<file path="src/include/procyon_consts.svh">
`ifndef PROCYON_CONSTS_SVH
`define PROCYON_CONSTS_SVH

// Datapath widths
`define PCYN_DATA_WIDTH 32
`define PCYN_ADDR_WIDTH 32

// Structure depths, powers of two
`define PCYN_REGMAP_DEPTH 32
`define PCYN_INSN_FIFO_DEPTH 8
`define PCYN_ROB_DEPTH 8
`define PCYN_RS_DEPTH 4

// RV32I major opcodes
`define PCYN_OPCODE_OP 7'b0110011
`define PCYN_OPCODE_OPIMM 7'b0010011
`define PCYN_OPCODE_LUI 7'b0110111

`endif

</file>
<file path="src/design/procyon_pkg.sv">
`default_nettype none

`include "procyon_consts.svh"

package procyon_pkg;

    typedef logic [`PCYN_DATA_WIDTH-1:0] data_t;
    typedef logic [`PCYN_ADDR_WIDTH-1:0] addr_t;
    typedef logic [$clog2(`PCYN_REGMAP_DEPTH)-1:0] regidx_t;
    typedef logic [$clog2(`PCYN_ROB_DEPTH)-1:0] rob_tag_t;

    // Operations understood by the IEU
    typedef enum logic [3:0] {
        OP_ADD,
        OP_SUB,
        OP_SLL,
        OP_SLT,
        OP_SLTU,
        OP_XOR,
        OP_SRL,
        OP_SRA,
        OP_OR,
        OP_AND,
        OP_LUI
    } op_e;

    typedef enum logic {
        ROB_PENDING,
        ROB_COMPLETE
    } rob_state_e;

endpackage

`default_nettype wire

</file>
<file path="src/design/procyon_regmap.sv">
`timescale 1ns/1ps
`default_nettype none

`include "procyon_consts.svh"

module procyon_regmap (
    input  logic                  clk,
    input  logic                  i_arst_n,
    input  procyon_pkg::regidx_t  i_lookup_rsrc [0:1],
    output logic                  o_lookup_rdy [0:1],
    output procyon_pkg::rob_tag_t o_lookup_tag [0:1],
    output procyon_pkg::data_t    o_lookup_data [0:1],
    input  logic                  i_rename_en,
    input  procyon_pkg::regidx_t  i_rename_rdest,
    input  procyon_pkg::rob_tag_t i_rename_tag,
    input  logic                  i_retire_en,
    input  procyon_pkg::regidx_t  i_retire_rdest,
    input  procyon_pkg::rob_tag_t i_retire_tag,
    input  procyon_pkg::data_t    i_retire_data
);

    localparam int DEPTH = `PCYN_REGMAP_DEPTH;

    procyon_pkg::data_t regmap_data [0:DEPTH-1];
    logic regmap_rdy [0:DEPTH-1];
    procyon_pkg::rob_tag_t regmap_tag [0:DEPTH-1];
    logic rename_valid;
    logic retire_valid;

    // x0 is never renamed or written
    assign rename_valid = i_rename_en && i_rename_rdest != '0;
    assign retire_valid = i_retire_en && i_retire_rdest != '0;

    always_comb begin
        for (int s = 0; s < 2; s++) begin
            o_lookup_rdy[s] = regmap_rdy[i_lookup_rsrc[s]];
            o_lookup_tag[s] = regmap_tag[i_lookup_rsrc[s]];
            o_lookup_data[s] = regmap_data[i_lookup_rsrc[s]];
        end
    end

    always_ff @(posedge clk or negedge i_arst_n) begin
        if (!i_arst_n) begin
            for (int i = 0; i < DEPTH; i++) begin
                regmap_data[i] <= '0;
                regmap_rdy[i] <= 1'b1;
            end
        end else begin
            if (retire_valid) begin
                regmap_data[i_retire_rdest] <= i_retire_data;
                // A newer rename keeps the register waiting
                if (regmap_tag[i_retire_rdest] == i_retire_tag) regmap_rdy[i_retire_rdest] <= 1'b1;
            end
            if (rename_valid) regmap_rdy[i_rename_rdest] <= 1'b0;
        end
    end

    always_ff @(posedge clk) begin
        if (rename_valid) regmap_tag[i_rename_rdest] <= i_rename_tag;
    end

endmodule

`default_nettype wire

</file>
<file path="config.mk">
export PLATFORM = sky130hd
export DESIGN_NAME = procyon_regmap
export DESIGN_NICKNAME = d
export VERILOG_FILES = /design/src/design/procyon_pkg.sv /design/src/design/procyon_regmap.sv
export VERILOG_INCLUDE_DIRS = /design/src /design/src/include
export SDC_FILE = /design/constraint.sdc
export NUM_CORES = 2
export LEC_CHECK = 0
export BUFFER_PORTS_ARGS = -buffer_cell sky130_fd_sc_hd__buf_2
export CAP_MARGIN = 20
export CORE_ASPECT_RATIO = 1.5
export CORE_MARGIN = 2
export CORE_UTILIZATION = 51
export DETAILED_ROUTE_END_ITERATION = 16
export PLACE_DENSITY = 0.7
export SLEW_MARGIN = 25
export SYNTH_ARGS = -nofsm -noshare
export SYNTH_HDL_FRONTEND = slang
export SYNTH_SLANG_ARGS = --single-unit
export TNS_END_PERCENT = 50
</file>
<file path="constraint.sdc">
create_clock -name clk -period 3.6 [get_ports clk]
set_input_delay 0.54 -clock clk [delete_from_list [all_inputs] [get_ports clk]]
set_output_delay 0.54 -clock clk [all_outputs]
set_load 0.05 [all_outputs]
</file>
-- Yosys cells after proc, flatten, opt, wreduce, memory -nomap -nowiden
Memories as Yosys holds them, arrays and structs flattened.
Cells that the tools add are included.
- logic and storage cells: 109
- output and inout port bits: 72
- register bits after elaboration: 1056
- memories kept: 1
- memory bits (writable): 96
- memory list (name ; words ; width ; read ports ; clocked after Yosys merged registers in ; write ports ; line ; source):
    regmap_tag ; 32 ; 3 ; 3 ; 0 ; 1 ; procyon_regmap.sv:26 ; procyon_pkg::rob_tag_t regmap_tag [0:DEPTH-1];
- bitwise logic cells: 7
- $lt $le $gt $ge: 6
- equal/unequal tests: 1
- mux-type cells: 24
- reductions and logical operators: 6
- operators by type and width (operator ; count):
    $bwmux W1024 ; 1
    $bmux W32 S5 ; 2
    $mux W32 ; 8
    $demux W32 S5 ; 1
    $and A32 B32 Y32 ; 1
    $not A32 Y32 ; 1
    $or A32 B32 Y32 ; 1
    $ge A6 B6 Y1 const B ; 4
    $not A5 Y6 ; 4
    $lt A6 B1 Y1 const B ; 2
    $bmux W1 S5 ; 2
    $demux W1 S5 ; 2
    $reduce_bool A5 Y1 ; 2
    $mux W1 ; 8
    $logic_and A1 B1 Y1 ; 4
    $eq A3 B3 Y1 ; 1

-- Depth between registers and ports, before layout
- depth after elaboration: 10
- depth in mapped cells: 10
- gate-level depth less buffers: 6

-- Worst setup path after synthesis
No wires, ideal clock.
- path type: input-to-output
- start: input i_lookup_rsrc[5] (netlist name)
- end: output o_lookup_data[44] (netlist name)
- cell stages on the path: 6
- path buffers: 3
- data required time: 3060 ps
- path slack: 32 ps
- arrival time: 3028 ps
- cell sequence: clkbuf_1 -> buf_2 -> buf_1 -> mux4_2 -> mux4_2 -> mux2_2
- RTL lines (item ; line ; source):
    start, declared ; procyon_regmap.sv:9 ; input procyon_pkg::regidx_t i_lookup_rsrc [0:1],
    end, declared ; procyon_regmap.sv:12 ; output procyon_pkg::data_t o_lookup_data [0:1],

==> out/qor.txt <==
Final Setup Violations: 0
Syn Area/Cell: 16.77 sq um
Post-CTS Setup Bufs: 0
Vias in the first global route: 38930
Combinational share of power: 22.0%
Sw Ratio: 27.79%
Clock transition at path regs: 0.06 ns
DR pass1 iterations: 5
#FFs+latches synth: 1152
FF/Latch Area: 0.02935 sq mm
DRT antenna net count: 0
Total Routed Length: 174.6 mm
Net Sw Power: 10.54 mW
Worst Path Arrival: 2.78 ns
FFs w/ async S/R, synth: 91.67%
Max Cap Viol: 0
Synth warn: 0
Cell at the slowest stage of the critical path: mux4_2
Crit path time final: 3.323 ns
Die Footprint: 0.1227 sq mm
DIE HEIGHT: 428.0 microns
RSZ-0062 raised after global routing: false
Dpl hpwl: 107.6 mm
Total congestion overflow: 0
Flop pwr share: 44.9%
CP max stage delay: 0.52 ns
Top delay family on crit path: multiplexers
Relative slew slack: 37.06%
Top FF cell, synth: dfrtp_1
Fin. max-slew vios: 0
Critical path buffers and inverters: 4
Htree depth: 3
Pwr/cell area: 549.7 mW/mm^2
Clock sinks: 1152
CTS tree: yes
Layout Skew: 0.04230 ns
Final #Nets: 3725
DRC errors left: 0
First-pass GRT wire length: 262.7 mm
Setup slack on the worst flop-to-flop path: 0.88 ns
Outcome: finished clean
Share of layout cells above drive strength 1: 63.38%
Routed vias: 36470
Most frequent cells in the layout: mux2_2, dfrtp_1, mux4_2, buf_2, clkbuf_16
Slew of the pin with the lowest slew margin: 0.9441 ns
GRT Total Usage: 29.20%
Worst reg2reg path startpoint: regmap_tag[17][1]
Initial DRC count: 3066
VDD IR max: 0.4983 mV
Crit-path max FO: 21
Gp weighted congestion: 0.8738
Post-Synthesis Cell Area: 0.06111 sq mm
CTS max path bufs: 3
Wire length per cell: 32.75 microns
Multi-input combinational cell area: 0.03035 sq mm
Share of power burned in the clock network: 33.1%
CP Cell Sequence: buf_8 > buf_12 > buf_12 > mux4_2 > mux4_2 > mux2_2 > buf_2
Largest net degree at the start of global routing: 97
Fillers: 8984
Vias per cell: 6.839
Hold WC Path Type: in2reg
Root Buffer Master: clkbuf_16
P_int: 27.40 mW
Site Rows: 155
Leakage power: 28.85 nW
Hold Vio Cnt, Final: 0
Io pins: 134
Post-synth EDFFs: 96
Core area: 0.1189 sq mm
Area growth syn-to-layout: 12.94%
Crit path kind: in2out
Gate Count Post-Synth: 3645
Setup_tns: 0 ns
CP startpoint: i_lookup_rsrc[5]
Placed Area: 0.06507 sq mm
Post-synthesis sequential area ratio: 48.02%
Port bufs: 133
Post-synth cell types: 41
Crit path capture type: output pin
Clk_lat worst skew: 0.76 ns
Die extent in x: 286.6 microns
Final Cell Area: 0.06902 sq mm
Critical hold path startpoint: i_rename_tag[0]
Fmax: 300.9 MHz
Tcrit/Tclk final: 92.31%
Critical Path Source Type: input port
Initial Utilization: 51.41%
TritonCTS Buffers: 113
CP required: 3.06 ns
Leading cell type in the layout, fill and taps excluded: mux2_2
Initial antenna violation count: 14
## final cells by class
| class | instances | area share (%) |
|---|---|---|
| sequential | 1152 | 42.52 |
| clock inverter | 47 | 0.9390 |
| clock buffer | 162 | 4.755 |
| tap | 1570 | 2.846 |
| timing repair buffer | 329 | 4.956 |
| antenna | 5 | 0.01813 |
| multi-input combinational | 2067 | 43.97 |
## path summary, 6_finish.rpt
| kind | end | cells after the start |
|---|---|---|
| worst min-delay path | regmap_tag[30][0] | 1 |
| worst max register to register | regmap_rdy[11] | 7 |
| worst min register to register | regmap_rdy[31] | 0 |
| min in group asynchronous | regmap_data[222] | 2 |
| max in group asynchronous | regmap_data[814] | 4 |
| worst max-delay path | o_lookup_data[54] | 7 |
## registers in the layout, indices dropped and copies added, names as in the netlist
| signal | cells |
|---|---|
| regmap_data | 1024 |
| regmap_rdy | 32 |
| regmap_tag | 96 |
## cell usage after synthesis (4+ instances only)
cell	count	area, sq um
dfrtp_1	1024	25620
nor4_1	6	37.54
mux2i_1	48	480.5
nand3_1	10	50.05
edfxtp_1	96	2883
o21ai_0	47	235.2
nand4b_1	4	35.03
o31ai_1	22	165.2
dfstp_2	32	840.8
buf_1	89	334.1
o22ai_1	24	150.1
or2_2	8	50.05
buf_2	36	180.2
mux2_2	1064	11980
mux4_2	720	16220
nor3_1	4	20.02
o41ai_2	8	130.1
nor2_1	46	172.7
clkbuf_1	298	1119
nand2_1	18	67.56
## metrics by stage
step	instances	utilization [%]	setup WS, ns	total power [mW]	hold WS (ns)
floorplan	3647	-	0.03163	23.11	0.2444
global placement	5117	54.73	0.2661	25.28	0.3655
detailed placement	5117	54.73	0.2669	25.61	0.3691
CTS	5327	58.05	0.2550	38.17	0.2922
global route	5330	58.06	0.2004	39.44	0.3458
finish	5332	58.06	0.2768	37.94	0.3441
## layer usage
| metal | global-route usage (%) | routed length [microns] | up-vias |
|---|---|---|---|
| met5 | 0 | 41 | - |
| met4 | 12.18 | 7547 | 8 |
| met3 | 4.819 | 11300 | 372 |
| met2 | 48.13 | 87670 | 1456 |
| met1 | 38.60 | 68090 | 20130 |
| li1 | - | - | 14500 |
## worst reg2reg max path: stages, from the launching register on
cell	delay (ns)
edfxtp_1	0.43
mux2i_1	0.27
o22ai_1	0.14
nor4_1	0.35
a21oi_1	0.12
or4_1	0.60
buf_4	0.30
o31ai_1	0.41
## logic make-up after synthesis
kind of cell              Yosys count  share of synthesized area, %
DFF                              1152                         48.02
AOI/OAI and AO/OA                 104                         1.144
muxes                            1832                         46.92
other                               1                      0.006136
buffers and inverters             428                         2.745
and+or+nand+nor                   127                         1.142
xor gates and xnor gates            1                       0.01433
## power groups by stage
stage	logic [mW]	clock network [mW]	registers, mW
after floorplan	6.51	0	16.6
after global placement	8.23	0	17.0
after detailed placement	8.39	0	17.2
after CTS	8.41	12.8	17.0
after global routing	8.85	13.3	17.3
final	8.35	12.6	17.0
## what timing repair did
action | 4_1_cts | 5_1_grt
gates resized for setup | 0 | 0
hold buffers | 1 | 0
endpoints found under the hold margin | 53 | 0
(Power assumes the default switching activity.)
