[src/include/procyon_consts.svh]
`ifndef PROCYON_CONSTS_SVH
`define PROCYON_CONSTS_SVH

// Datapath widths
`define PCYN_DATA_WIDTH 32
`define PCYN_ADDR_WIDTH 32

// Structure depths, powers of two
`define PCYN_REGMAP_DEPTH 32
`define PCYN_INSN_FIFO_DEPTH 8
`define PCYN_ROB_DEPTH 8
`define PCYN_RS_DEPTH 4

// RV32I major opcodes
`define PCYN_OPCODE_OP 7'b0110011
`define PCYN_OPCODE_OPIMM 7'b0010011
`define PCYN_OPCODE_LUI 7'b0110111

`endif

[src/design/procyon_pkg.sv]
`default_nettype none

`include "procyon_consts.svh"

package procyon_pkg;

    typedef logic [`PCYN_DATA_WIDTH-1:0] data_t;
    typedef logic [`PCYN_ADDR_WIDTH-1:0] addr_t;
    typedef logic [$clog2(`PCYN_REGMAP_DEPTH)-1:0] regidx_t;
    typedef logic [$clog2(`PCYN_ROB_DEPTH)-1:0] rob_tag_t;

    // Operations understood by the IEU
    typedef enum logic [3:0] {
        OP_ADD,
        OP_SUB,
        OP_SLL,
        OP_SLT,
        OP_SLTU,
        OP_XOR,
        OP_SRL,
        OP_SRA,
        OP_OR,
        OP_AND,
        OP_LUI
    } op_e;

    typedef enum logic {
        ROB_PENDING,
        ROB_COMPLETE
    } rob_state_e;

endpackage

`default_nettype wire

[src/design/procyon_fetch.sv]
`timescale 1ns/1ps
`default_nettype none

`include "procyon_consts.svh"

module procyon_fetch (
    input  logic               clk,
    input  logic               i_arst_n,
    input  procyon_pkg::data_t i_ic_insn,
    input  logic               i_ic_valid,
    output procyon_pkg::addr_t o_ic_pc,
    output logic               o_ic_en,
    input  logic               i_dispatch_stall,
    output logic               o_dispatch_valid,
    output procyon_pkg::addr_t o_dispatch_pc,
    output procyon_pkg::data_t o_dispatch_insn
);

    localparam int DEPTH = `PCYN_INSN_FIFO_DEPTH;
    localparam int PTR_W = $clog2(DEPTH);

    procyon_pkg::addr_t fifo_pc [0:DEPTH-1];
    procyon_pkg::data_t fifo_insn [0:DEPTH-1];
    logic [PTR_W-1:0] wr_ptr;
    logic [PTR_W-1:0] rd_ptr;
    logic [PTR_W:0] fifo_count;
    logic fifo_push;
    logic fifo_pop;

    assign o_ic_en = fifo_count != (PTR_W+1)'(DEPTH);
    assign fifo_push = o_ic_en && i_ic_valid;
    assign fifo_pop = o_dispatch_valid && !i_dispatch_stall;

    assign o_dispatch_valid = fifo_count != '0;
    assign o_dispatch_pc = fifo_pc[rd_ptr];
    assign o_dispatch_insn = fifo_insn[rd_ptr];

    always_ff @(posedge clk or negedge i_arst_n) begin
        if (!i_arst_n) begin
            o_ic_pc <= '0;
            wr_ptr <= '0;
            rd_ptr <= '0;
            fifo_count <= '0;
        end else begin
            // PC only moves on an accepted word
            if (fifo_push) begin
                o_ic_pc <= o_ic_pc + procyon_pkg::addr_t'(4);
                wr_ptr <= wr_ptr + 1'b1;
            end
            if (fifo_pop) rd_ptr <= rd_ptr + 1'b1;
            fifo_count <= fifo_count + (PTR_W+1)'(fifo_push) - (PTR_W+1)'(fifo_pop);
        end
    end

    always_ff @(posedge clk) begin
        if (fifo_push) begin
            fifo_pc[wr_ptr] <= o_ic_pc;
            fifo_insn[wr_ptr] <= i_ic_insn;
        end
    end

    assert property (@(posedge clk) disable iff (!i_arst_n)
        fifo_count <= (PTR_W+1)'(DEPTH) && wr_ptr - rd_ptr == fifo_count[PTR_W-1:0]);

endmodule

`default_nettype wire

[config.mk]
export PLATFORM = sky130hd
export DESIGN_NAME = procyon_fetch
export DESIGN_NICKNAME = d
export VERILOG_FILES = /design/src/design/procyon_pkg.sv /design/src/design/procyon_fetch.sv
export VERILOG_INCLUDE_DIRS = /design/src /design/src/include
export SDC_FILE = /design/constraint.sdc
export NUM_CORES = 1
export LEC_CHECK = 0
export BUFFER_PORTS_ARGS = -buffer_cell sky130_fd_sc_hd__buf_2
export CAP_MARGIN = 20
export CORE_MARGIN = 3
export CORE_UTILIZATION = 30
export CTS_BUF_LIST = sky130_fd_sc_hd__clkbuf_4 sky130_fd_sc_hd__clkbuf_8
export DETAILED_ROUTE_END_ITERATION = 10
export SKIP_CTS_REPAIR_TIMING = 1
export SLEW_MARGIN = 10
export SYNTH_ARGS = -nofsm -noshare
export SYNTH_HDL_FRONTEND = slang
export SYNTH_SLANG_ARGS = --single-unit
[constraint.sdc]
create_clock -name clk -period 7 [get_ports clk]
set_input_delay 0.7 -clock clk [delete_from_list [all_inputs] [get_ports clk]]
set_output_delay 0.7 -clock clk [all_outputs]
set_load 0.02 [all_outputs]
Word level (Yosys, flattened, before mapping)
Memory sizes are Yosys's and may differ from the RTL's. Cells that the tools add are included.

Flip-flop bits (word level): 42. RAM bits: 512. Input bits: 36. Output and inout port bits: 98. Word-level logic and storage cells: 18. Memories: 2.

Memories: fifo_insn (words 8, width 32, rd ports 1, clocked after memory_dff 0, wr ports 1, RTL line procyon_fetch.sv:23) `procyon_pkg::data_t fifo_insn [0:DEPTH-1];`; fifo_pc (words 8, width 32, rd ports 1, clocked after memory_dff 0, wr ports 1, RTL line procyon_fetch.sv:22) `procyon_pkg::addr_t fifo_pc [0:DEPTH-1];`.

Add/sub/neg operators: 5. Eq/ne operators: 1. Muxes and demuxes: 2. Reductions and logical operators: 4.

Operators by type and width (count): adder 32 x 3 -> 32 bit (second input constant) (1); adder 3 x 1 -> 3 bit (second input constant) (2); adder 4 x 1 -> 4 bit (1); inequality test 4 bit (second input constant) (1); nonzero test 4 bit (1); subtractor 4 x 1 -> 4 bit (1); logical AND 1 bit (2); two-way mux 1 bit (2); logical NOT 1 bit (1).

Logic depth before layout (Yosys ltp)
Word-level depth: 4. Gate-level depth with buffers: 13. Mapped depth without buffers: 11.

Worst setup path after synthesis
OpenSTA, ideal clock, no wires.

Path type: register to register. Start point: register fifo_count[2]. End point: memory fifo_insn[0][0] (netlist name) (enable). Library setup time: 635 ps. Arrival time: 7132 ps. Required time: 6365 ps. Slack: -767 ps. Cell stages (with the launch flop): 9. Path buffers: 2. Clock period less this slack: 7767 ps. Cell sequence: dfrtp_1 > inv_1 > ha_1 > or3b_1 > buf_2 > and2_1 > buf_2 > inv_2 > nor4_1.

Longest elaborated chain between the ends: 4.

RTL lines: from (decl) (RTL line procyon_fetch.sv:26) `logic [PTR_W:0] fifo_count;`; from (signal assigned) (RTL line procyon_fetch.sv:51) `fifo_count <= fifo_count + (PTR_W+1)'(fifo_push) - (PTR_W+1)'(fifo_pop);`; inequality test 4 bit (RTL line procyon_fetch.sv:30) `assign o_ic_en = fifo_count != (PTR_W+1)'(DEPTH);`; named net o_ic_en (RTL line procyon_fetch.sv:12) `output logic o_ic_en,`; logical AND 1 bit (RTL line procyon_fetch.sv:31) `assign fifo_push = o_ic_en && i_ic_valid;`; two-way mux 1 bit (RTL line procyon_fetch.sv:56) `if (fifo_push) begin`; two-way mux 1 bit (implied by the code) (RTL line procyon_fetch.sv:58) `fifo_insn[wr_ptr] <= i_ic_insn;`; to (decl) (RTL line procyon_fetch.sv:23).

The timed path passes the listed nets, and every way through them passes these cells.

Worst setup path in the final report
Start point: register rd_ptr[0]. End point: output port o_dispatch_pc[14].

Longest elaborated chain between the ends: 1.

RTL lines: from (decl) (RTL line procyon_fetch.sv:25) `logic [PTR_W-1:0] rd_ptr;`; from (signal assigned) (RTL line procyon_fetch.sv:50) `if (fifo_pop) rd_ptr <= rd_ptr + 1'b1;`; memory read (8 x 32 bit); to (decl) (RTL line procyon_fetch.sv:15) `output procyon_pkg::addr_t o_dispatch_pc,`.

No other way between the ends.

==> impl_metrics.toml <==
[hold_path]
min_path_cells = 1
min-delay-start = "i_ic_insn[28]"
hold_class = "in2reg"
min_delay_worst_endpoint = "fifo_insn[3][28]"

[layout]
area_growth_pct = 16.48
final_nets = 1144
multi_input_area_mm2 = 0.004732
final_cell_count_no_fill = 2095
design_area_mm2 = 0.02435
layout_commonest_cell = "edfxtp_1"
regArea_mm2 = 0.01591
final_cell_mix = "edfxtp_1 (496), buf_2 (129), mux4_2 (119), clkbuf_8 (92), mux2_4 (52)"
drive_above_1_share_pct = 42.27
fill_cells = 6410
antennaDiodeCount = 0

[routing]
wl_per_cell_um = 21.43
wl_met3_um = 2830
wl_um = 44900
top_layer = "met4"
drt_iter0_markers = 617
viasPerCell = 4.537
wl_met2_um = 22370
antenna_left = 0
vias = 9504
drc_errors = 0
met1_length_um = 18590
drt_first_pass_iters = 4

[synthesis]
synth_area_mm2 = 0.02091
avgSynthCellArea_um2 = 23.20
synth.area.top_cells = "edfxtp_1 (71%), mux4_2 (13%), dfrtp_1 (4.8%), mux2_4 (3.7%), xor2_1 (0.75%)"
ys_seq_elements = 536
seq_area_frac_synth_pct = 76.03
synth_area_leader_cell = "edfxtp_1"
yosys_warnings = 0
syn_inst = 901
ys_types = 38
yosysTopAreaCellShare_pct = 71.24

[timing]
finalMaxSlewViolations = 0
tns_ns = 0
rsz0062_at_grt = "false"
max_freq_mhz = 244.8
finClkSkew_ns = 0.03900
setup_viol = 0
fin_hold_ws_ns = 0.3079
worst_pin_slew_ns = 1.000
finalHoldViolCount = 0
relSlewSlack_pct = 33.17
min_period_ns = 4.085
fin_ws_ns = 2.915
fin_crit_sh_pct = 58.36

[placement]
hpwlAfterDp_um = 24300
port_buffers = 129
postPlaceCellArea_mm2 = 0.02263
dp_cells = 1938
gp_congestion = 0.6708
dp_slack_ns = 3.460

[clock_network]
clk-insertion-delay-late_ns = 0.66
clk_pin_slew_worst_paths_ns = 0.06
htreeDepth = 3
cts_tree = "built"
cts_buffer_depth = 3
cts_buffers = 87
numClockSinks = 536
cts_root_buffer = "clkbuf_8"

[worst_setup_path]
r2r_end = "fifo_insn[6][14]"
critPathKind = "reg2out"
crit_required_ns = 6.30
reg2reg_from = "fifo_count[2]"
worstPathArrival_ns = 3.39
worstSetupEndpointType = "output pin"
start_kind = "flip-flop"
r2r.worst_path.cells = 7
worstPathMaxFanout = 97
ff2ff_setup_slack_ns = 3.64

[global_route]
grt_use_total_pct = 12.39
grt.overflow.total = 0
grt_start_max_net_pins = 98
grt_pass1_vias = 10521
grt_pass1_wl_um = 67830
antenna_found_initial = 1

[die]
core-area_mm2 = 0.06883
die_h_um = 270.0
dieWidth_um = 270.0
die_area_mm2 = 0.07289
num_rows = 96
ios = 134
start_util_pct = 30.38

[power]
p_leak_nw = 8.396
vdd_drop_max_mv = 0.2682
power_density_mw_per_mm2 = 410.7

[outcome]
status = "finished clean"

[flow_run]
cap_viol_max_count = 0
==> worst max path at each step <==
stage | startpoint | end | cells past startpoint
3_5_place_dp | rd_ptr[0] | o_dispatch_pc[5] | 4
2_1_floorplan | fifo_count[2] | fifo_insn[1][0] | 8
6_report | rd_ptr[0] | o_dispatch_pc[14] | 4
3_3_place_gp | rd_ptr[0] | o_dispatch_pc[14] | 4
5_1_grt | rd_ptr[0] | o_dispatch_insn[17] | 4
4_1_cts | rd_ptr[0] | o_dispatch_pc[14] | 4
==> worst max-delay path, stage by stage (launching register included) <==
cell	delay (ns)
dfrtp_4	0.84
buf_12	0.69
mux4_1	0.65
mux2_4	0.31
buf_2	0.17
==> Yosys cell counts, drive strengths merged <==
library cell / count
nor4b: 1
edfxtp: 496
xor2: 18
nor4: 8
and3: 4
nor3: 9
fa: 1
ha: 9
buf: 34
and2: 2
nor2: 10
clkbuf: 9
nand3: 8
xnor2: 17
nand2: 15
nand4: 10
mux2: 65
inv: 10
and4: 3
conb: 1
dfrtp: 40
nand2b: 3
a21o: 1
a21oi: 2
or3b: 1
mux4: 124
==> logic make-up after synthesis <==
| kind of cell | count (synthesis) | share of synthesized area, % |
|---|---|---|
| buffers and inverters | 53 | 1.664 |
| xor gates and xnor gates | 35 | 1.466 |
| other | 1 | 0.01794 |
| AOI/OAI and AO/OA | 3 | 0.08380 |
| adders and majority gates | 10 | 0.6344 |
| DFF | 536 | 76.03 |
| and+or+nand+nor | 74 | 2.220 |
| muxes | 189 | 17.88 |
==> state kept, by name, indices dropped and copies added (netlist names) <==
| signal | flops |
|---|---|
| fifo_insn | 256 |
| rd_ptr | 3 |
| fifo_count | 4 |
| fifo_pc | 240 |
| o_ic_pc | 30 |
| wr_ptr | 3 |
==> where the power goes <==
group | switching, mW | internal [mW] | leakage (nW)
Sequential | 0.323 | 4.00 | 5.11
Clock | 1.22 | 1.42 | 0.895
Combinational | 1.62 | 1.41 | 2.39
Total | 3.16 | 6.84 | 8.40
==> metal layers <==
layer / global-route usage, % / vias up
met5: 0 / -
met4: 3.968 / 0
met3: 3.589 / 78
met2: 20.68 / 265
met1: 15.57 / 5018
li1: - / 4143
==> cell type report <==
cell class / count / share of cell area [%]
Multi-Input combinational cell: 315 / 19.43
Inverter: 10 / 0.1541
Tap cell: 931 / 4.784
Timing Repair Buffer: 148 / 3.350
Clock inverter: 31 / 0.7707
Clock buffer: 124 / 6.186
Sequential cell: 536 / 65.32
==> per-stage QoR <==
stage,utilization (%),power [mW]
final,35.38,10.00
after global routing,35.38,10.54
after CTS,35.34,10.23
after detailed placement,32.88,7.551
after global placement,32.88,7.509
after floorplan,-,6.619
Power figures use the tool's default switching activity.
