**config.mk**
```make
export PLATFORM = sky130hd
export DESIGN_NAME = procyon_dispatch
export DESIGN_NICKNAME = d
export VERILOG_FILES = /design/src/design/procyon_pkg.sv /design/src/design/procyon_dispatch.sv
export VERILOG_INCLUDE_DIRS = /design/src /design/src/include
export SDC_FILE = /design/constraint.sdc
export NUM_CORES = 1
export LEC_CHECK = 0
export BUFFER_PORTS_ARGS = -buffer_cell sky130_fd_sc_hd__buf_2
export CAP_MARGIN = 10
export CORE_MARGIN = 1
export CORE_UTILIZATION = 24
export DETAILED_ROUTE_END_ITERATION = 10
export PLACE_DENSITY = 0.83
export SETUP_SLACK_MARGIN = 0.4
export SYNTH_ARGS = -nofsm -noshare
export SYNTH_HDL_FRONTEND = slang
export SYNTH_SLANG_ARGS = --single-unit
```
**constraint.sdc**
```tcl
create_clock -name vclk -period 0.9
set_input_delay 0.09 -clock vclk [all_inputs]
set_output_delay 0.09 -clock vclk [all_outputs]
set_load 0.02 [all_outputs]
```
**src/include/procyon_consts.svh**
```systemverilog
`ifndef PROCYON_CONSTS_SVH
`define PROCYON_CONSTS_SVH

// Datapath widths
`define PCYN_DATA_WIDTH 32
`define PCYN_ADDR_WIDTH 32

// Structure depths, powers of two
`define PCYN_REGMAP_DEPTH 32
`define PCYN_INSN_FIFO_DEPTH 8
`define PCYN_ROB_DEPTH 8
`define PCYN_RS_DEPTH 4

// RV32I major opcodes
`define PCYN_OPCODE_OP 7'b0110011
`define PCYN_OPCODE_OPIMM 7'b0010011
`define PCYN_OPCODE_LUI 7'b0110111

`endif

```
**src/design/procyon_pkg.sv**
```systemverilog
`default_nettype none

`include "procyon_consts.svh"

package procyon_pkg;

    typedef logic [`PCYN_DATA_WIDTH-1:0] data_t;
    typedef logic [`PCYN_ADDR_WIDTH-1:0] addr_t;
    typedef logic [$clog2(`PCYN_REGMAP_DEPTH)-1:0] regidx_t;
    typedef logic [$clog2(`PCYN_ROB_DEPTH)-1:0] rob_tag_t;

    // Operations understood by the IEU
    typedef enum logic [3:0] {
        OP_ADD,
        OP_SUB,
        OP_SLL,
        OP_SLT,
        OP_SLTU,
        OP_XOR,
        OP_SRL,
        OP_SRA,
        OP_OR,
        OP_AND,
        OP_LUI
    } op_e;

    typedef enum logic {
        ROB_PENDING,
        ROB_COMPLETE
    } rob_state_e;

endpackage

`default_nettype wire

```
**src/design/procyon_dispatch.sv**
```systemverilog
`timescale 1ns/1ps
`default_nettype none

`include "procyon_consts.svh"

module procyon_dispatch (
    input  logic                 i_dispatch_valid,
    input  procyon_pkg::addr_t   i_dispatch_pc,
    input  procyon_pkg::data_t   i_dispatch_insn,
    output logic                 o_dispatch_stall,
    input  logic                 i_rob_stall,
    input  logic                 i_rs_stall,
    output procyon_pkg::regidx_t o_lookup_rsrc [0:1],
    output procyon_pkg::regidx_t o_rename_rdest,
    output logic                 o_rob_reserve_en,
    output logic                 o_lookup_rdy_ovrd [0:1],
    output procyon_pkg::data_t   o_imm,
    output logic                 o_rs_reserve_en,
    output procyon_pkg::op_e     o_rs_op
);

    logic [6:0] opcode;
    logic [2:0] funct3;
    logic sub_sra;
    procyon_pkg::regidx_t rd;
    procyon_pkg::regidx_t rs1;
    procyon_pkg::regidx_t rs2;
    procyon_pkg::data_t imm_i;
    procyon_pkg::data_t imm_u;
    procyon_pkg::op_e alu_op;

    assign opcode = i_dispatch_insn[6:0];
    assign rd = i_dispatch_insn[11:7];
    assign funct3 = i_dispatch_insn[14:12];
    assign rs1 = i_dispatch_insn[19:15];
    assign rs2 = i_dispatch_insn[24:20];
    assign imm_i = {{20{i_dispatch_insn[31]}}, i_dispatch_insn[31:20]};
    assign imm_u = {i_dispatch_insn[31:12], 12'b0};

    // Bit 30 picks SUB only for register forms, SRA/SRAI for both
    assign sub_sra = i_dispatch_insn[30] && (opcode == `PCYN_OPCODE_OP || funct3 == 3'b101);

    always_comb begin
        case (funct3)
            3'b000: alu_op = sub_sra ? procyon_pkg::OP_SUB : procyon_pkg::OP_ADD;
            3'b001: alu_op = procyon_pkg::OP_SLL;
            3'b010: alu_op = procyon_pkg::OP_SLT;
            3'b011: alu_op = procyon_pkg::OP_SLTU;
            3'b100: alu_op = procyon_pkg::OP_XOR;
            3'b101: alu_op = sub_sra ? procyon_pkg::OP_SRA : procyon_pkg::OP_SRL;
            3'b110: alu_op = procyon_pkg::OP_OR;
            default: alu_op = procyon_pkg::OP_AND;
        endcase
    end

    // Override on src 0 yields zero, on src 1 yields the immediate
    always_comb begin
        o_rs_op = alu_op;
        o_rename_rdest = rd;
        o_lookup_rsrc[0] = rs1;
        o_lookup_rsrc[1] = rs2;
        o_lookup_rdy_ovrd[0] = rs1 == '0;
        o_lookup_rdy_ovrd[1] = rs2 == '0;
        o_imm = '0;
        case (opcode)
            `PCYN_OPCODE_OP: ;
            `PCYN_OPCODE_OPIMM: begin
                o_lookup_rdy_ovrd[1] = 1'b1;
                o_imm = imm_i;
            end
            `PCYN_OPCODE_LUI: begin
                o_rs_op = procyon_pkg::OP_LUI;
                o_lookup_rdy_ovrd[0] = 1'b1;
                o_lookup_rdy_ovrd[1] = 1'b1;
                o_imm = imm_u;
            end
            default: begin
                // Unknown encodings become ADDI x0, x0, 0
                o_rs_op = procyon_pkg::OP_ADD;
                o_rename_rdest = '0;
                o_lookup_rdy_ovrd[0] = 1'b1;
                o_lookup_rdy_ovrd[1] = 1'b1;
            end
        endcase
    end

    assign o_dispatch_stall = i_rob_stall || i_rs_stall;
    assign o_rob_reserve_en = i_dispatch_valid && !o_dispatch_stall;
    assign o_rs_reserve_en = o_rob_reserve_en;

    always_comb begin
        if (i_dispatch_valid) assert (i_dispatch_pc[1:0] == 2'b00);
    end

endmodule

`default_nettype wire

```
; ---- Yosys cells after proc, flatten, opt, wreduce, memory -nomap -nowiden
; Index checks and enable logic that the tools add are counted.
[word_totals]
ff_bits = 0
input_bits = 67
output_inout_bits = 56
word_cells = 27
[classes]
n_eq_ne = 9
n_mux = 8
n_reduce_logical = 10
[op_table]
columns = op, n
row1 = case mux 32 bit (2 select lines), 1
row2 = case mux 4 bit (7 select lines), 1
row3 = "== test 7 x 6 -> 1 bit, second input constant", 2
row4 = zero test 5 bit, 2
row5 = "== test 3 bit, second input constant", 3
row6 = case mux 4 bit (2 select lines), 1
row7 = "== test 7 x 5 -> 1 bit, second input constant", 1
row8 = "== test 3 x 2 -> 1 bit, second input constant", 2
row9 = two-way mux 5 bit, 1
row10 = two-way mux 1 bit, 4
row11 = "== test 3 x 1 -> 1 bit, second input constant", 1
row12 = zero test 3 bit, 1
row13 = OR reduction 3 bit, 1
row14 = logical AND 1 bit, 2
row15 = logical OR 1 bit, 2
row16 = OR reduction 2 bit, 1
row17 = zero test 1 bit, 1

; ---- Logic depth before layout (Yosys ltp)
[logic_depth]
ltp_word = 6
depth_mapped = 5
depth_no_buf = 3

; ---- Worst setup path after synthesis
; No wires, ideal clock.
[synth_timing]
kind = input to output
startpoint = input port i_dispatch_insn[2]
endpoint = output port o_rs_op[1]
arrival_time_ps = 1180
t_required_ps = 810
path_slack_ps = -370
path_stages = 4
path_buffers = 1
cell_sequence = buf_2 nor2b_1 nor3_1 a21boi_0
[synth_via]
elab_chain_cells = 3
elab_cells_between_ends = 5
cone_classes = eq/ne (3) / mux (1) / reduce/logical (1)
[synth_rtl]
columns = element, line_no
row1 = from (decl), procyon_dispatch.sv:9  ; input procyon_pkg::data_t i_dispatch_insn,
row2 = == test 7 x 6 -> 1 bit / == test 7 x 5 -> 1 bit (equally long branches), procyon_dispatch.sv:65  ; case (opcode)
row3 = OR reduction 2 bit (no source line), --
row4 = case mux 4 bit (2 select lines) *, procyon_dispatch.sv:65
row5 = to (decl), procyon_dispatch.sv:19  ; output procyon_pkg::op_e o_rs_op
; Every way passes the cells marked *; elsewhere a longest branch is shown, timed or not.

; ---- Final worst setup path
[layout_timing]
startpoint = input port i_dispatch_insn[6]
endpoint = output port o_imm[3]
[layout_via]
elab_chain_cells = 2
elab_cells_between_ends = 3
cone_classes = eq/ne (2) / mux (1)
[layout_rtl]
columns = element, line_no
row1 = == test 7 x 6 -> 1 bit / == test 7 x 5 -> 1 bit (equally long branches), procyon_dispatch.sv:65
row2 = case mux 32 bit (2 select lines) *, procyon_dispatch.sv:65
row3 = to (decl), procyon_dispatch.sv:17  ; output procyon_pkg::data_t o_imm,
; Marked as above.

==> qor.yml <==
placement:
  gp_congestion: 0.726
  dp_hpwl_microns: 2370
  port_buffers: 91
  place_ws_ns: -0.444
synth:
  synthTopCellsByArea: "and2_1, a21oi_1, buf_4"
  ys_warn_count: 0
  avgSynthCellArea_sq_um: 5.64
  syn_area_sq_um: 609
  yosysMostFrequentCell: "nand2_1"
  synth_cell_type_count: 24
  synth_largest_area_cell: "and2_1"
  synth_fp_nets: 175
  yosysTopAreaCellShare_pct: 18.5
  seq_area_frac_synth_pct: 0
  synth_common_cells: "nand2_1, a21oi_1, and2_1"
  synthCells: 108
power_and_ir_drop:
  max-vdd-ir-drop_v: 0.000221
  leakage_nw: 0.903
  powerDensity_mw_per_mm2: 301
  total_power_mw: 0.610
job:
  maxCapViolations: 0
routing:
  dr.first_iter.drc_count: 42
  vias: 1256
  drt-total-wl_microns: 5110
  wl_per_cell_microns: 21.6
  drtAntennaViolNets: 0
  vias_per_cell: 5.30
  dr.pass1.iters: 4
  drc_errors: 0
setup_path:
  crit_start: "i_dispatch_insn[6]"
  critPathLaunchType: "input port"
  worstSetupEndpoint: "o_imm[3]"
  worstPathMaxFanout: 4
  worstPathArrival_ns: 1.28
  required_ns: 0.81
  critPathKind: "input port to output pin"
  crit_path_end_kind: "output pin"
cells_and_area:
  drive_gt1_share_pct: 83.7
  fin_nets: 278
  seqCellArea_sq_um: 0
  n_clock_buffer: 0
  antenna_cells: 0
  syn_to_final_growth_pct: 233
  design.seq.count: 0
sta:
  rsz0062_at_grt: "true"
  setup_viol: 43
  hold_viol: 0
  clock.fmax_mhz: 730
  period_share_pct: 152
  maxSlewHeadroom_pct: 71.9
  worst_slew_pin_slew_ns: 0.419
  final.min_clock_period_ns: 1.37
  setup_ws_ns: -0.470
  drv_slew: 0
grt:
  grt_util_met1_pct: 33.5
  grt_pass1_wl_microns: 6310
  grtUsageTotal_pct: 31.6
  top_usage_layer: "met2"
  grt_pass1_vias: 1215
  grt_max_degree: 15
  grt_antenna_before_repair: 0
  met2_usage_pct: 56.8
  grt_overflow: 0
  use_met3_pct: 6.09
die:
  initial_core_util_pct: 26.5
  coreArea_sq_mm: 0.00230
  die_area_sq_mm: 0.00274
  io_pins: 123
  die_h_microns: 52.4
  fp-row-count: 17
  die_w_microns: 52.4
status:
  failed_checks: "setup timing"
  status: "complete, but fails checks"
hold_path:
  hp-start: "i_dispatch_insn[18]"
  min_path_type: "input port to output pin"
-- logic make-up after synthesis --
family          Yosys count  synth area share [%]
buf+inv                  22                  22.0
compound gates           27                  24.6
mux                       2                  3.29
simple gates             57                  50.1
-- cell usage in the layout, fill, tap and decap left out --
cell       n
or2_4      2
a21boi_2   1
buf_2     34
o21ai_0    2
a211oi_1   1
nand2_4    1
nor4_4     1
or4_1      1
a31oi_2    1
buf_12     3
mux2i_1    2
nand2_1   19
nor2b_4    1
buf_16     1
buf_8      2
nor3_4     3
buf_6     63
nand4b_4   1
or3_4      1
inv_1      2
nor2b_1    2
buf_4     18
a211o_1    1
a21oi_4   19
o21ai_2    1
nor2_1     2
a221o_1    1
and2_4    18
nor3_1     1
nor2_4     4
-- how the worst min path moves through the flow --
stage / end / slack, ns / cells past startpoint
after floorplan: o_lookup_rsrc[0] / 0.29 / 1
after CTS: o_lookup_rsrc[8] / 0.44 / 2
after global placement: o_lookup_rsrc[7] / 0.43 / 2
after global routing: o_lookup_rsrc[8] / 0.45 / 2
after detailed placement: o_lookup_rsrc[8] / 0.44 / 2
final: o_lookup_rsrc[8] / 0.44 / 2
-- per-stage QoR --
stage | setup TNS, ns | hold WS, ns | instances | util (%) | instance area (sq um)
floorplan | -5.22 | 0.293 | 108 | - | 952
global placement | -14.49 | 0.431 | 233 | 65.1 | 1500
detailed placement | -16.07 | 0.437 | 233 | 65.1 | 1500
CTS | -12.36 | 0.438 | 236 | 85.0 | 1950
global route | -15.66 | 0.446 | 237 | 88.2 | 2030
finish | -14.49 | 0.437 | 237 | 88.2 | 2030
-- layout make-up --
cell class	count	area, sq um
inverters	2	7.51
well taps	28	35.0
fillers	92	270
repair buffers	121	1130
multi-input cells	86	852
-- worst max-delay path, stage by stage --
cell and delay, ns:
buf_6 0.09, nand4b_4 0.17, buf_6 0.14, nor4_4 0.29, buf_2 0.23, and2_4 0.16, buf_6 0.11
-- per-layer routing --
| metal | routed length (microns) | vias to the layer above |
|---|---|---|
| met5 | 0 | - |
| met4 | 192 | 0 |
| met3 | 467 | 18 |
| met2 | 2590 | 99 |
| met1 | 1860 | 585 |
| li1 | - | 554 |
-- report_power, final --
part / internal [mW] / switching (mW)
logic: 0.281 / 0.329
clock network: 0 / 0
registers: 0 / 0
total: 0.281 / 0.329
-- repair_timing --
action / CTS / global route
setup buffers: 1 / 1
hold buffers: 0 / 0
pin swaps: 14 / 8
gates cloned: 2 / 0
resized for setup: 124 / 18
setup endpoints to repair: 51 / 51
Note: power is estimated with default switching activity, not from simulation.
