--- config.mk ---
export PLATFORM = sky130hd
export DESIGN_NAME = procyon_rs_flat
export DESIGN_NICKNAME = d
export VERILOG_FILES = /design/src/design/procyon_pkg.sv /design/src/design/procyon_fu_if.sv /design/src/design/procyon_rs.sv /design/src/flat_wrapper.sv
export VERILOG_INCLUDE_DIRS = /design/src /design/src/include
export SDC_FILE = /design/constraint.sdc
export NUM_CORES = 1
export LEC_CHECK = 0
export CORE_AREA = 8 8 176 178
export CTS_BUF_LIST = sky130_fd_sc_hd__clkbuf_16
export CTS_CLUSTER_SIZE = 40
export DETAILED_ROUTE_END_ITERATION = 8
export DIE_AREA = 0 0 184 186
export DONT_BUFFER_PORTS = 1
export GPL_TIMING_DRIVEN = 0
export PLACE_DENSITY = 0.77
export SLEW_MARGIN = 5
export SYNTH_ARGS = -nofsm -noshare
export SYNTH_HDL_FRONTEND = slang
export SYNTH_SLANG_ARGS = --single-unit
--- constraint.sdc ---
create_clock -name clk -period 4.25 [get_ports clk]
set_input_delay 0.2125 -clock clk [delete_from_list [all_inputs] [get_ports clk]]
set_output_delay 0.2125 -clock clk [all_outputs]
set_load 0.01 [all_outputs]
--- src/include/procyon_consts.svh ---
`ifndef PROCYON_CONSTS_SVH
`define PROCYON_CONSTS_SVH

// Datapath widths
`define PCYN_DATA_WIDTH 32
`define PCYN_ADDR_WIDTH 32

// Structure depths, powers of two
`define PCYN_REGMAP_DEPTH 32
`define PCYN_INSN_FIFO_DEPTH 8
`define PCYN_ROB_DEPTH 8
`define PCYN_RS_DEPTH 4

// RV32I major opcodes
`define PCYN_OPCODE_OP 7'b0110011
`define PCYN_OPCODE_OPIMM 7'b0010011
`define PCYN_OPCODE_LUI 7'b0110111

`endif

--- src/design/procyon_pkg.sv ---
`default_nettype none

`include "procyon_consts.svh"

package procyon_pkg;

    typedef logic [`PCYN_DATA_WIDTH-1:0] data_t;
    typedef logic [`PCYN_ADDR_WIDTH-1:0] addr_t;
    typedef logic [$clog2(`PCYN_REGMAP_DEPTH)-1:0] regidx_t;
    typedef logic [$clog2(`PCYN_ROB_DEPTH)-1:0] rob_tag_t;

    // Operations understood by the IEU
    typedef enum logic [3:0] {
        OP_ADD,
        OP_SUB,
        OP_SLL,
        OP_SLT,
        OP_SLTU,
        OP_XOR,
        OP_SRL,
        OP_SRA,
        OP_OR,
        OP_AND,
        OP_LUI
    } op_e;

    typedef enum logic {
        ROB_PENDING,
        ROB_COMPLETE
    } rob_state_e;

endpackage

`default_nettype wire

--- src/design/procyon_fu_if.sv ---
`timescale 1ns/1ps
`default_nettype none

interface procyon_fu_if;

    logic                  valid;
    procyon_pkg::op_e      op;
    procyon_pkg::data_t    src_a;
    procyon_pkg::data_t    src_b;
    procyon_pkg::rob_tag_t tag;
    logic                  stall;

    modport rs (output valid, output op, output src_a, output src_b, output tag,
                input stall);

    modport ieu (input valid, input op, input src_a, input src_b, input tag,
                 output stall);

endinterface

`default_nettype wire

--- src/design/procyon_rs.sv ---
`timescale 1ns/1ps
`default_nettype none

`include "procyon_consts.svh"

module procyon_rs #(
    parameter int OPTN_RS_DEPTH = `PCYN_RS_DEPTH
) (
    input  logic                  clk,
    input  logic                  i_arst_n,
    input  logic                  i_reserve_en,
    input  procyon_pkg::op_e      i_op,
    input  procyon_pkg::rob_tag_t i_dst_tag,
    input  logic                  i_src_rdy [0:1],
    input  procyon_pkg::rob_tag_t i_src_tag [0:1],
    input  procyon_pkg::data_t    i_src_data [0:1],
    input  logic                  i_cdb_en,
    input  procyon_pkg::rob_tag_t i_cdb_tag,
    input  procyon_pkg::data_t    i_cdb_data,
    output logic                  o_rs_stall,
    procyon_fu_if.rs              fu
);

    localparam int IDX_W = $clog2(OPTN_RS_DEPTH);

    logic rs_valid [0:OPTN_RS_DEPTH-1];
    logic [IDX_W-1:0] rs_age [0:OPTN_RS_DEPTH-1];
    procyon_pkg::op_e rs_op [0:OPTN_RS_DEPTH-1];
    procyon_pkg::rob_tag_t rs_dst_tag [0:OPTN_RS_DEPTH-1];
    logic rs_src_rdy [0:OPTN_RS_DEPTH-1][0:1];
    procyon_pkg::rob_tag_t rs_src_tag [0:OPTN_RS_DEPTH-1][0:1];
    procyon_pkg::data_t rs_src_data [0:OPTN_RS_DEPTH-1][0:1];
    logic [IDX_W-1:0] free_idx;
    logic [IDX_W-1:0] issue_idx;
    logic [IDX_W-1:0] issue_age;
    logic issue_found;
    logic issue_en;

    always_comb begin
        o_rs_stall = 1'b1;
        free_idx = '0;
        for (int i = OPTN_RS_DEPTH - 1; i >= 0; i--) begin
            if (!rs_valid[i]) begin
                o_rs_stall = 1'b0;
                free_idx = IDX_W'(i);
            end
        end
        // Age counts later reservations, so the largest is the oldest
        issue_found = 1'b0;
        issue_idx = '0;
        issue_age = '0;
        for (int i = 0; i < OPTN_RS_DEPTH; i++) begin
            if (rs_valid[i] && rs_src_rdy[i][0] && rs_src_rdy[i][1] &&
                (!issue_found || rs_age[i] > issue_age)) begin
                issue_found = 1'b1;
                issue_idx = IDX_W'(i);
                issue_age = rs_age[i];
            end
        end
    end

    assign issue_en = issue_found && !fu.stall;
    assign fu.valid = issue_found;
    assign fu.op = rs_op[issue_idx];
    assign fu.src_a = rs_src_data[issue_idx][0];
    assign fu.src_b = rs_src_data[issue_idx][1];
    assign fu.tag = rs_dst_tag[issue_idx];

    always_ff @(posedge clk or negedge i_arst_n) begin
        if (!i_arst_n) begin
            for (int i = 0; i < OPTN_RS_DEPTH; i++) begin
                rs_valid[i] <= 1'b0;
                rs_age[i] <= '0;
            end
        end else begin
            for (int i = 0; i < OPTN_RS_DEPTH; i++) begin
                if (i_reserve_en && free_idx == IDX_W'(i)) begin
                    rs_valid[i] <= 1'b1;
                    rs_age[i] <= '0;
                end else begin
                    if (i_reserve_en) rs_age[i] <= rs_age[i] + 1'b1;
                    if (issue_en && issue_idx == IDX_W'(i)) rs_valid[i] <= 1'b0;
                end
            end
        end
    end

    always_ff @(posedge clk) begin
        for (int i = 0; i < OPTN_RS_DEPTH; i++) begin
            for (int s = 0; s < 2; s++) begin
                if (i_reserve_en && free_idx == IDX_W'(i)) begin
                    rs_src_rdy[i][s] <= i_src_rdy[s];
                    rs_src_tag[i][s] <= i_src_tag[s];
                    rs_src_data[i][s] <= i_src_data[s];
                end else if (!rs_src_rdy[i][s] && i_cdb_en && rs_src_tag[i][s] == i_cdb_tag) begin
                    rs_src_rdy[i][s] <= 1'b1;
                    rs_src_data[i][s] <= i_cdb_data;
                end
            end
            if (i_reserve_en && free_idx == IDX_W'(i)) begin
                rs_op[i] <= i_op;
                rs_dst_tag[i] <= i_dst_tag;
            end
        end
    end

    assert property (@(posedge clk) disable iff (!i_arst_n)
        i_reserve_en |-> !o_rs_stall);

endmodule

`default_nettype wire

--- src/flat_wrapper.sv ---
// flat-port wrapper written by rule: the top's interface ports become plain ports
module procyon_rs_flat 
#(
    parameter int OPTN_RS_DEPTH = `PCYN_RS_DEPTH
)
  (clk, i_arst_n, i_reserve_en, i_op, i_dst_tag, i_src_rdy, i_src_tag, i_src_data, i_cdb_en, i_cdb_tag, i_cdb_data, o_rs_stall, fu_valid, fu_op, fu_src_a, fu_src_b, fu_tag, fu_stall);
  procyon_fu_if fu_i ();
  input  logic clk;
  input  logic i_arst_n;
  input  logic i_reserve_en;
  input  procyon_pkg::op_e i_op;
  input  procyon_pkg::rob_tag_t i_dst_tag;
  input  logic i_src_rdy[0:1];
  input  procyon_pkg::rob_tag_t i_src_tag[0:1];
  input  procyon_pkg::data_t i_src_data[0:1];
  input  logic i_cdb_en;
  input  procyon_pkg::rob_tag_t i_cdb_tag;
  input  procyon_pkg::data_t i_cdb_data;
  output logic o_rs_stall;
  output wire logic [$bits(fu_i.valid)-1:0] fu_valid;
  output wire logic [$bits(fu_i.op)-1:0] fu_op;
  output wire logic [$bits(fu_i.src_a)-1:0] fu_src_a;
  output wire logic [$bits(fu_i.src_b)-1:0] fu_src_b;
  output wire logic [$bits(fu_i.tag)-1:0] fu_tag;
  input wire logic [$bits(fu_i.stall)-1:0] fu_stall;
  assign fu_valid = fu_i.valid;
  assign fu_op = fu_i.op;
  assign fu_src_a = fu_i.src_a;
  assign fu_src_b = fu_i.src_b;
  assign fu_tag = fu_i.tag;
  assign fu_i.stall = fu_stall;
  procyon_rs #(.OPTN_RS_DEPTH(OPTN_RS_DEPTH)) u_core (.clk(clk), .i_arst_n(i_arst_n), .i_reserve_en(i_reserve_en), .i_op(i_op), .i_dst_tag(i_dst_tag), .i_src_rdy(i_src_rdy), .i_src_tag(i_src_tag), .i_src_data(i_src_data), .i_cdb_en(i_cdb_en), .i_cdb_tag(i_cdb_tag), .i_cdb_data(i_cdb_data), .o_rs_stall(o_rs_stall), .fu(fu_i));
endmodule
== Word level (Yosys, flattened, before mapping) ==
Memories as Yosys holds them, arrays and structs flattened.
Cells that the tools add are included.

* $add $sub $neg: 4
* Magnitude comparators: 3
* Eq/ne operators: 14
* Mux-type cells: 109
* Bitwise logic cells: 16
* Reductions and logical operators: 70

{| class="wikitable"
|+ Operator list
! operator !! number
|-
| $mux 32 || 8
|-
| $mux 1 || 66
|-
| $mux 2 || 26
|-
| $logic_and 1x1->1 || 36
|-
| $eq 3x3->1 || 8
|-
| $mux 6 || 3
|-
| $reduce_or 6->1 || 3
|-
| $or 1x1->1 || 16
|-
| $reduce_bool 2->1 || 8
|-
| $logic_not 1->1 || 12
|-
| $mux 4 || 3
|-
| $reduce_or 4->1 || 3
|-
| $mux 3 || 3
|-
| $reduce_or 3->1 || 3
|-
| $add 2x1->2 const B || 4
|-
| $eq 2x2->1 const B || 4
|-
| $gt 2x2->1 || 3
|-
| $eq 2x1->1 const B || 2
|-
| $logic_not 2->1 || 2
|-
| $logic_or 1x1->1 || 3
|}

* Register bits: 12
* RAM bits: 316
* Memories: 5

{| class="wikitable"
|+ Memory list
! memory !! depth !! bits a word !! rd ports !! clocked after memory_dff !! wr ports !! line !! source
|-
| u_core.rs_src_data || 4 || 64 || 1 || 0 || 4 || procyon_rs.sv:32 || <nowiki>procyon_pkg::data_t rs_src_data [0:OPTN_RS_DEPTH-1][0:1];</nowiki>
|-
| u_core.rs_src_tag || 4 || 6 || 4 || 0 || 1 || procyon_rs.sv:31 || <nowiki>procyon_pkg::rob_tag_t rs_src_tag [0:OPTN_RS_DEPTH-1][0:1];</nowiki>
|-
| u_core.rs_op || 4 || 4 || 1 || 0 || 1 || procyon_rs.sv:28 || <nowiki>procyon_pkg::op_e rs_op [0:OPTN_RS_DEPTH-1];</nowiki>
|-
| u_core.rs_dst_tag || 4 || 3 || 1 || 0 || 1 || procyon_rs.sv:29 || <nowiki>procyon_pkg::rob_tag_t rs_dst_tag [0:OPTN_RS_DEPTH-1];</nowiki>
|-
| u_core.rs_src_rdy || 4 || 2 || 4 || 0 || 4 || procyon_rs.sv:30 || <nowiki>logic rs_src_rdy [0:OPTN_RS_DEPTH-1][0:1];</nowiki>
|}

== Longest topological paths before layout ==
An unclocked memory read counts as a cell.

* Depth in word-level cells: 20
* Gate-level depth with buffers: 19
* Gate-level depth less buffers: 18

== Worst setup path before layout ==
No wires, ideal clock.

* Path type: register to output
* From: register u_core.rs_valid[3] (netlist bit)
* To: output fu_src_b[12]
* Arrival: 4.235 ns
* Data required time: 4.038 ns
* Path slack: -0.197 ns
* Cell stages (with the launch flop): 19
* Buffers on the path: 1
* Cells stage by stage: dfrtp_1 > and3_1 > nand2_1 > ha_1 > nor2b_1 > a2bb2oi_1 > a21oi_1 > a22oi_1 > ha_1 > nor2b_1 > o21ai_0 > a21o_1 > mux2_2 > ha_1 > nor2b_1 > o211ai_1 > o221ai_2 > buf_2 > o221ai_1

* Longest elaborated chain between the ends: 16

{| class="wikitable"
|+ RTL lines
! item !! line !! source
|-
| from (decl) || procyon_rs.sv:26 || <nowiki>logic rs_valid [0:OPTN_RS_DEPTH-1];</nowiki>
|-
| from (signal, indexed assignment) || procyon_rs.sv:72 || <nowiki>rs_valid[i] <= 1'b0;</nowiki>
|-
| from (signal, indexed assignment) || procyon_rs.sv:78 || <nowiki>rs_valid[i] <= 1'b1;</nowiki>
|-
| from (signal, indexed assignment) || procyon_rs.sv:82 || <nowiki>if (issue_en && issue_idx == IDX_W'(i)) rs_valid[i] <= 1'b0;</nowiki>
|-
| $logic_and 1x1->1 * (2 in a row) || procyon_rs.sv:53 || <nowiki>if (rs_valid[i] && rs_src_rdy[i][0] && rs_src_rdy[i][1] &&</nowiki>
|-
| $mux 2 or $mux 1 (tied branches) || procyon_rs.sv:53 ||
|-
| $gt 2x2->1 or $logic_not 1->1 (tied branches) || procyon_rs.sv:54 || <nowiki>(!issue_found || rs_age[i] > issue_age)) begin</nowiki>
|-
| $logic_or 1x1->1 || procyon_rs.sv:54 ||
|-
| $logic_and 1x1->1 || procyon_rs.sv:53 ||
|-
| $mux 2 or $mux 1 (tied branches) || procyon_rs.sv:53 ||
|-
| $gt 2x2->1 or $logic_not 1->1 (tied branches) || procyon_rs.sv:54 ||
|-
| $logic_or 1x1->1 || procyon_rs.sv:54 ||
|-
| $logic_and 1x1->1 || procyon_rs.sv:53 ||
|-
| $mux 2 or $mux 1 (tied branches) || procyon_rs.sv:53 ||
|-
| $gt 2x2->1 or $logic_not 1->1 (tied branches) || procyon_rs.sv:54 ||
|-
| $logic_or 1x1->1 || procyon_rs.sv:54 ||
|-
| $logic_and 1x1->1 || procyon_rs.sv:53 ||
|-
| $mux 2 * || procyon_rs.sv:53 ||
|-
| $mem_v2 4x64 * || - ||
|-
| to (decl) || flat_wrapper.sv:23 || <nowiki>output wire logic [$bits(fu_i.src_b)-1:0] fu_src_b;</nowiki>
|}

Mark *: on every way between the ends. The rest lies on a longest branch, timed or not.

==> impl_metrics.py <==
metrics = {
    "status": {
        "outcome": "finished, violations left",
        "violations": "negative setup slack",
    },
    "power": {
        "p_switching_mw": 4.69,
        "p_total_mw": 13.1,
        "p_int_mw": 8.43,
        "clkPwrFrac_pct": 22.3,
        "power_leakage_nw": 7.95,
        "p_comb_share_pct": 42.9,
        "switching_share_pct": 35.8,
        "pwr-share-seq_pct": 34.8,
        "vdd_drop_max_uv": 353,
        "p_per_area_nw_per_um2": 616,
    },
    "worst_hold_path": {
        "worstHoldStart": "i_cdb_en",
        "hp-class": "in2reg",
    },
    "cells_and_area": {
        "final_net_count": 1436,
        "mostFrequentLayoutCell": "edfxtp_1",
        "drive_gt1_share_pct": 38.1,
        "fin_cells": 1723,
        "synthToLayoutAreaGrowth_pct": 32.4,
        "fin_util_pct": 75.4,
        "final_cell_area_um2": 21300,
        "final_cell_mix": "edfxtp_1 (315), mux2_2 (227), dlygate4sd3_1 (166), inv_1 (89), nand2_1 (86)",
    },
    "sta": {
        "hold_viol_final": 0,
        "tns_ns": -52.03,
        "whs_ns": 0.0978,
        "fin_ws_ns": -0.764,
        "min_period_ns": 5.01,
        "max_freq_mhz": 199,
        "drv_slew": 0,
        "finalCritPeriodShare_pct": 118,
        "grt_setup_unrepaired": "yes",
        "finalClockSkew_ns": 0.0118,
        "setup_viol": 74,
        "worst_slew_pin_slew_ns": 1.19,
        "maxSlewHeadroom_pct": 20.4,
    },
    "placement": {
        "portBuffers": 0,
        "place_ws_ns": -1.09,
        "post_dp_cell_area_um2": 16800,
        "dp_cells": 1466,
        "hpwl_mm": 26.4,
        "gp_congestion": 0.807,
    },
    "setup_path": {
        "start_kind": "flop",
        "crit_path_max_fanout": 5,
        "required_ns": 4.04,
        "crit_path_end_kind": "output port",
        "reg2reg_from": "u_core.rs_src_rdy[0][1]$_DFFE_PP_",
        "crit_start": "u_core.rs_src_rdy[0][1]$_DFFE_PP_",
        "arrival_ns": 4.80,
        "worst-setup-path-type": "reg2out",
    },
    "detailed_routing": {
        "vias": 10448,
        "wl_mm": 46.6,
        "routedWlPerCell_um": 27.0,
        "drtIter0Drc": 874,
        "ant_nets": 0,
        "dr.pass1.iters": 5,
        "drt-vias-per-instance": 6.06,
        "post-route-drc-count": 0,
    },
    "clock_tree": {
        "clk_latency_ns": 0.50,
        "cts_buffer_depth": 3,
        "tritoncts": "yes",
        "h-tree-depth": 2,
        "numCtsBuffers": 36,
        "clk_pin_slew_ns": 0.05,
        "cts-root-buf": "clkbuf_16",
        "clock-sinks": 328,
    },
    "floorplan": {
        "rows": 62,
        "core_um2": 28200,
        "start_util_pct": 57.0,
        "io-pin-count": 192,
        "dieWidth_um": 184,
        "die_area_um2": 34200,
        "die_h_um": 186,
    },
    "global_route": {
        "antenna_found_initial": 1,
        "grt_pass1_wl_mm": 67.6,
        "grt_usage_pct": 26.5,
        "grt_pass1_vias": 10921,
        "grt_max_degree": 34,
        "grt.overflow.total": 0,
    },
    "yosys": {
        "ys_seq_area_share_pct": 60.8,
        "ys_top_cells_by_area": "edfxtp_1 (59%), mux2_2 (16%), mux2i_1 (4.5%), o221ai_1 (3.5%), mux2_4 (2.7%)",
        "async_flop_share_pct": 3.66,
        "synth-edff-count": 315,
        "avgSynthCellArea_um2": 14.9,
        "synth.largest_area_cell": "edfxtp_1",
        "synth_warnings": 0,
        "synth_ff_type": "edfxtp_1",
        "synthCells": 1076,
        "synth.top_cell.area_share_pct": 58.8,
        "synth.ff_latch_count": 328,
        "ys_types": 53,
        "syn-num-nets": 1201,
        "syn_area_um2": 16100,
    },
    "run": {
        "max-cap-violations": 0,
    },
}
-- final cells by class --
cell class              count  area [um^2]
clock buffers              37          926
flip-flops and latches    328         9780
clock inverters            26          159
inverters                  81          307
well taps                 384          480
multi-input cells         607         6990
fillers                  1670         6940
plain buffers              61          597
repair buffers            196         2050
diodes                      3         7.51
-- synth_stat cells (2+ instances only) --
cell,instances
buf_6,9
buf_2,33
o221ai_2,7
nand2b_1,4
o221ai_1,65
o21ai_0,5
nand4_1,2
and3_1,4
nand3b_1,2
a21o_1,2
nand3_1,9
edfxtp_1,315
a31o_2,2
nor2b_1,3
inv_1,79
xnor2_1,15
or2_2,6
mux2_2,229
buf_12,3
ha_1,6
nor2_1,8
nand2_1,92
nor2_2,4
mux2_4,29
buf_4,7
xor2_1,13
nor3_1,2
nor3b_1,6
clkbuf_1,8
mux2i_1,73
dfrtp_1,12
-- power by group through the flow --
stage	logic, mW	registers [mW]	clock network (mW)
2_1_floorplan	2.40	4.56	0
3_3_place_gp	3.31	4.62	0
3_5_place_dp	3.45	4.61	0
4_1_cts	5.28	4.55	2.94
5_1_grt	5.92	4.61	3.06
6_report	5.63	4.57	2.92
-- registers in the layout, indices dropped and copies added, names as in the netlist --
signal and flops:
u_core.rs_op 16, u_core.rs_valid 4, u_core.rs_src_data 256, u_core.rs_src_rdy 8
u_core.rs_src_tag 24, u_core.rs_age 8, u_core.rs_dst_tag 12
-- path summary, 6_finish.rpt --
kind / to / slack (ns) / cells past startpoint
max in group asynchronous: u_core.rs_valid[3]$_DFFE_PN0P_ / 3.63 / 1
worst max register to register: u_core.rs_valid[3]$_DFFE_PN0P_ / -0.17 / 21
min in group asynchronous: u_core.rs_valid[2]$_DFFE_PN0P_ / 0.17 / 1
worst min-delay path: u_core.rs_src_rdy[1][1]$_DFF_P_ / 0.1 / 4
worst min register to register: u_core.rs_src_rdy[1][1]$_DFF_P_ / 0.59 / 2
worst max-delay path: fu_src_a[3] / -0.76 / 21
-- kinds of logic (layout without fill, tap and decap cells) --
family          Yosys count  count (layout)  synth area share, %
fa+ha+maj                 6               6                0.467
buf+inv                 142             401                 4.47
xor+xnor                 28              28                 1.52
other cells               0               3                    0
mux                     331             331                 23.3
simple gates            150             150                 4.40
compound gates           91              92                 5.05
flops                   328             328                 60.8
-- layer usage --
metal / GRT usage (%) / vias to the layer above / part of all wire, %
met5: 0 / - / 0
met4: 7.94 / 0 / 2.5
met3: 5.58 / 79 / 7.4
met2: 45.7 / 458 / 51
met1: 33.1 / 5327 / 40
li1: - / 4584 / -
-- repair_timing --
item / in CTS / in global routing
gates resized for setup: 189 / 12
pin swaps: 66 / 15
gates cloned: 3 / 2
hold endpoints to repair: 332 / 0
hold buffers: 166 / 0
setup endpoints to repair: 75 / 75
buffers inserted: 14 / 6
-- worst max-delay path, cell delays in order (launching register included) --
cell	delay [ns]
edfxtp_1	0.43
and3_4	0.24
nand2_4	0.06
ha_4	0.25
nor2b_4	0.13
a2bb2oi_4	0.15
o21a_1	0.22
buf_4	0.14
a22o_1	0.22
ha_4	0.28
nand2_2	0.06
o21ai_4	0.07
a21o_1	0.23
mux2_4	0.34
ha_4	0.22
nor2b_4	0.12
o211ai_1	0.20
buf_4	0.20
o221ai_4	0.16
clkbuf_16	0.22
buf_16	0.15
o221ai_4	0.22
No activity file was read; power rests on OpenSTA's default activity.
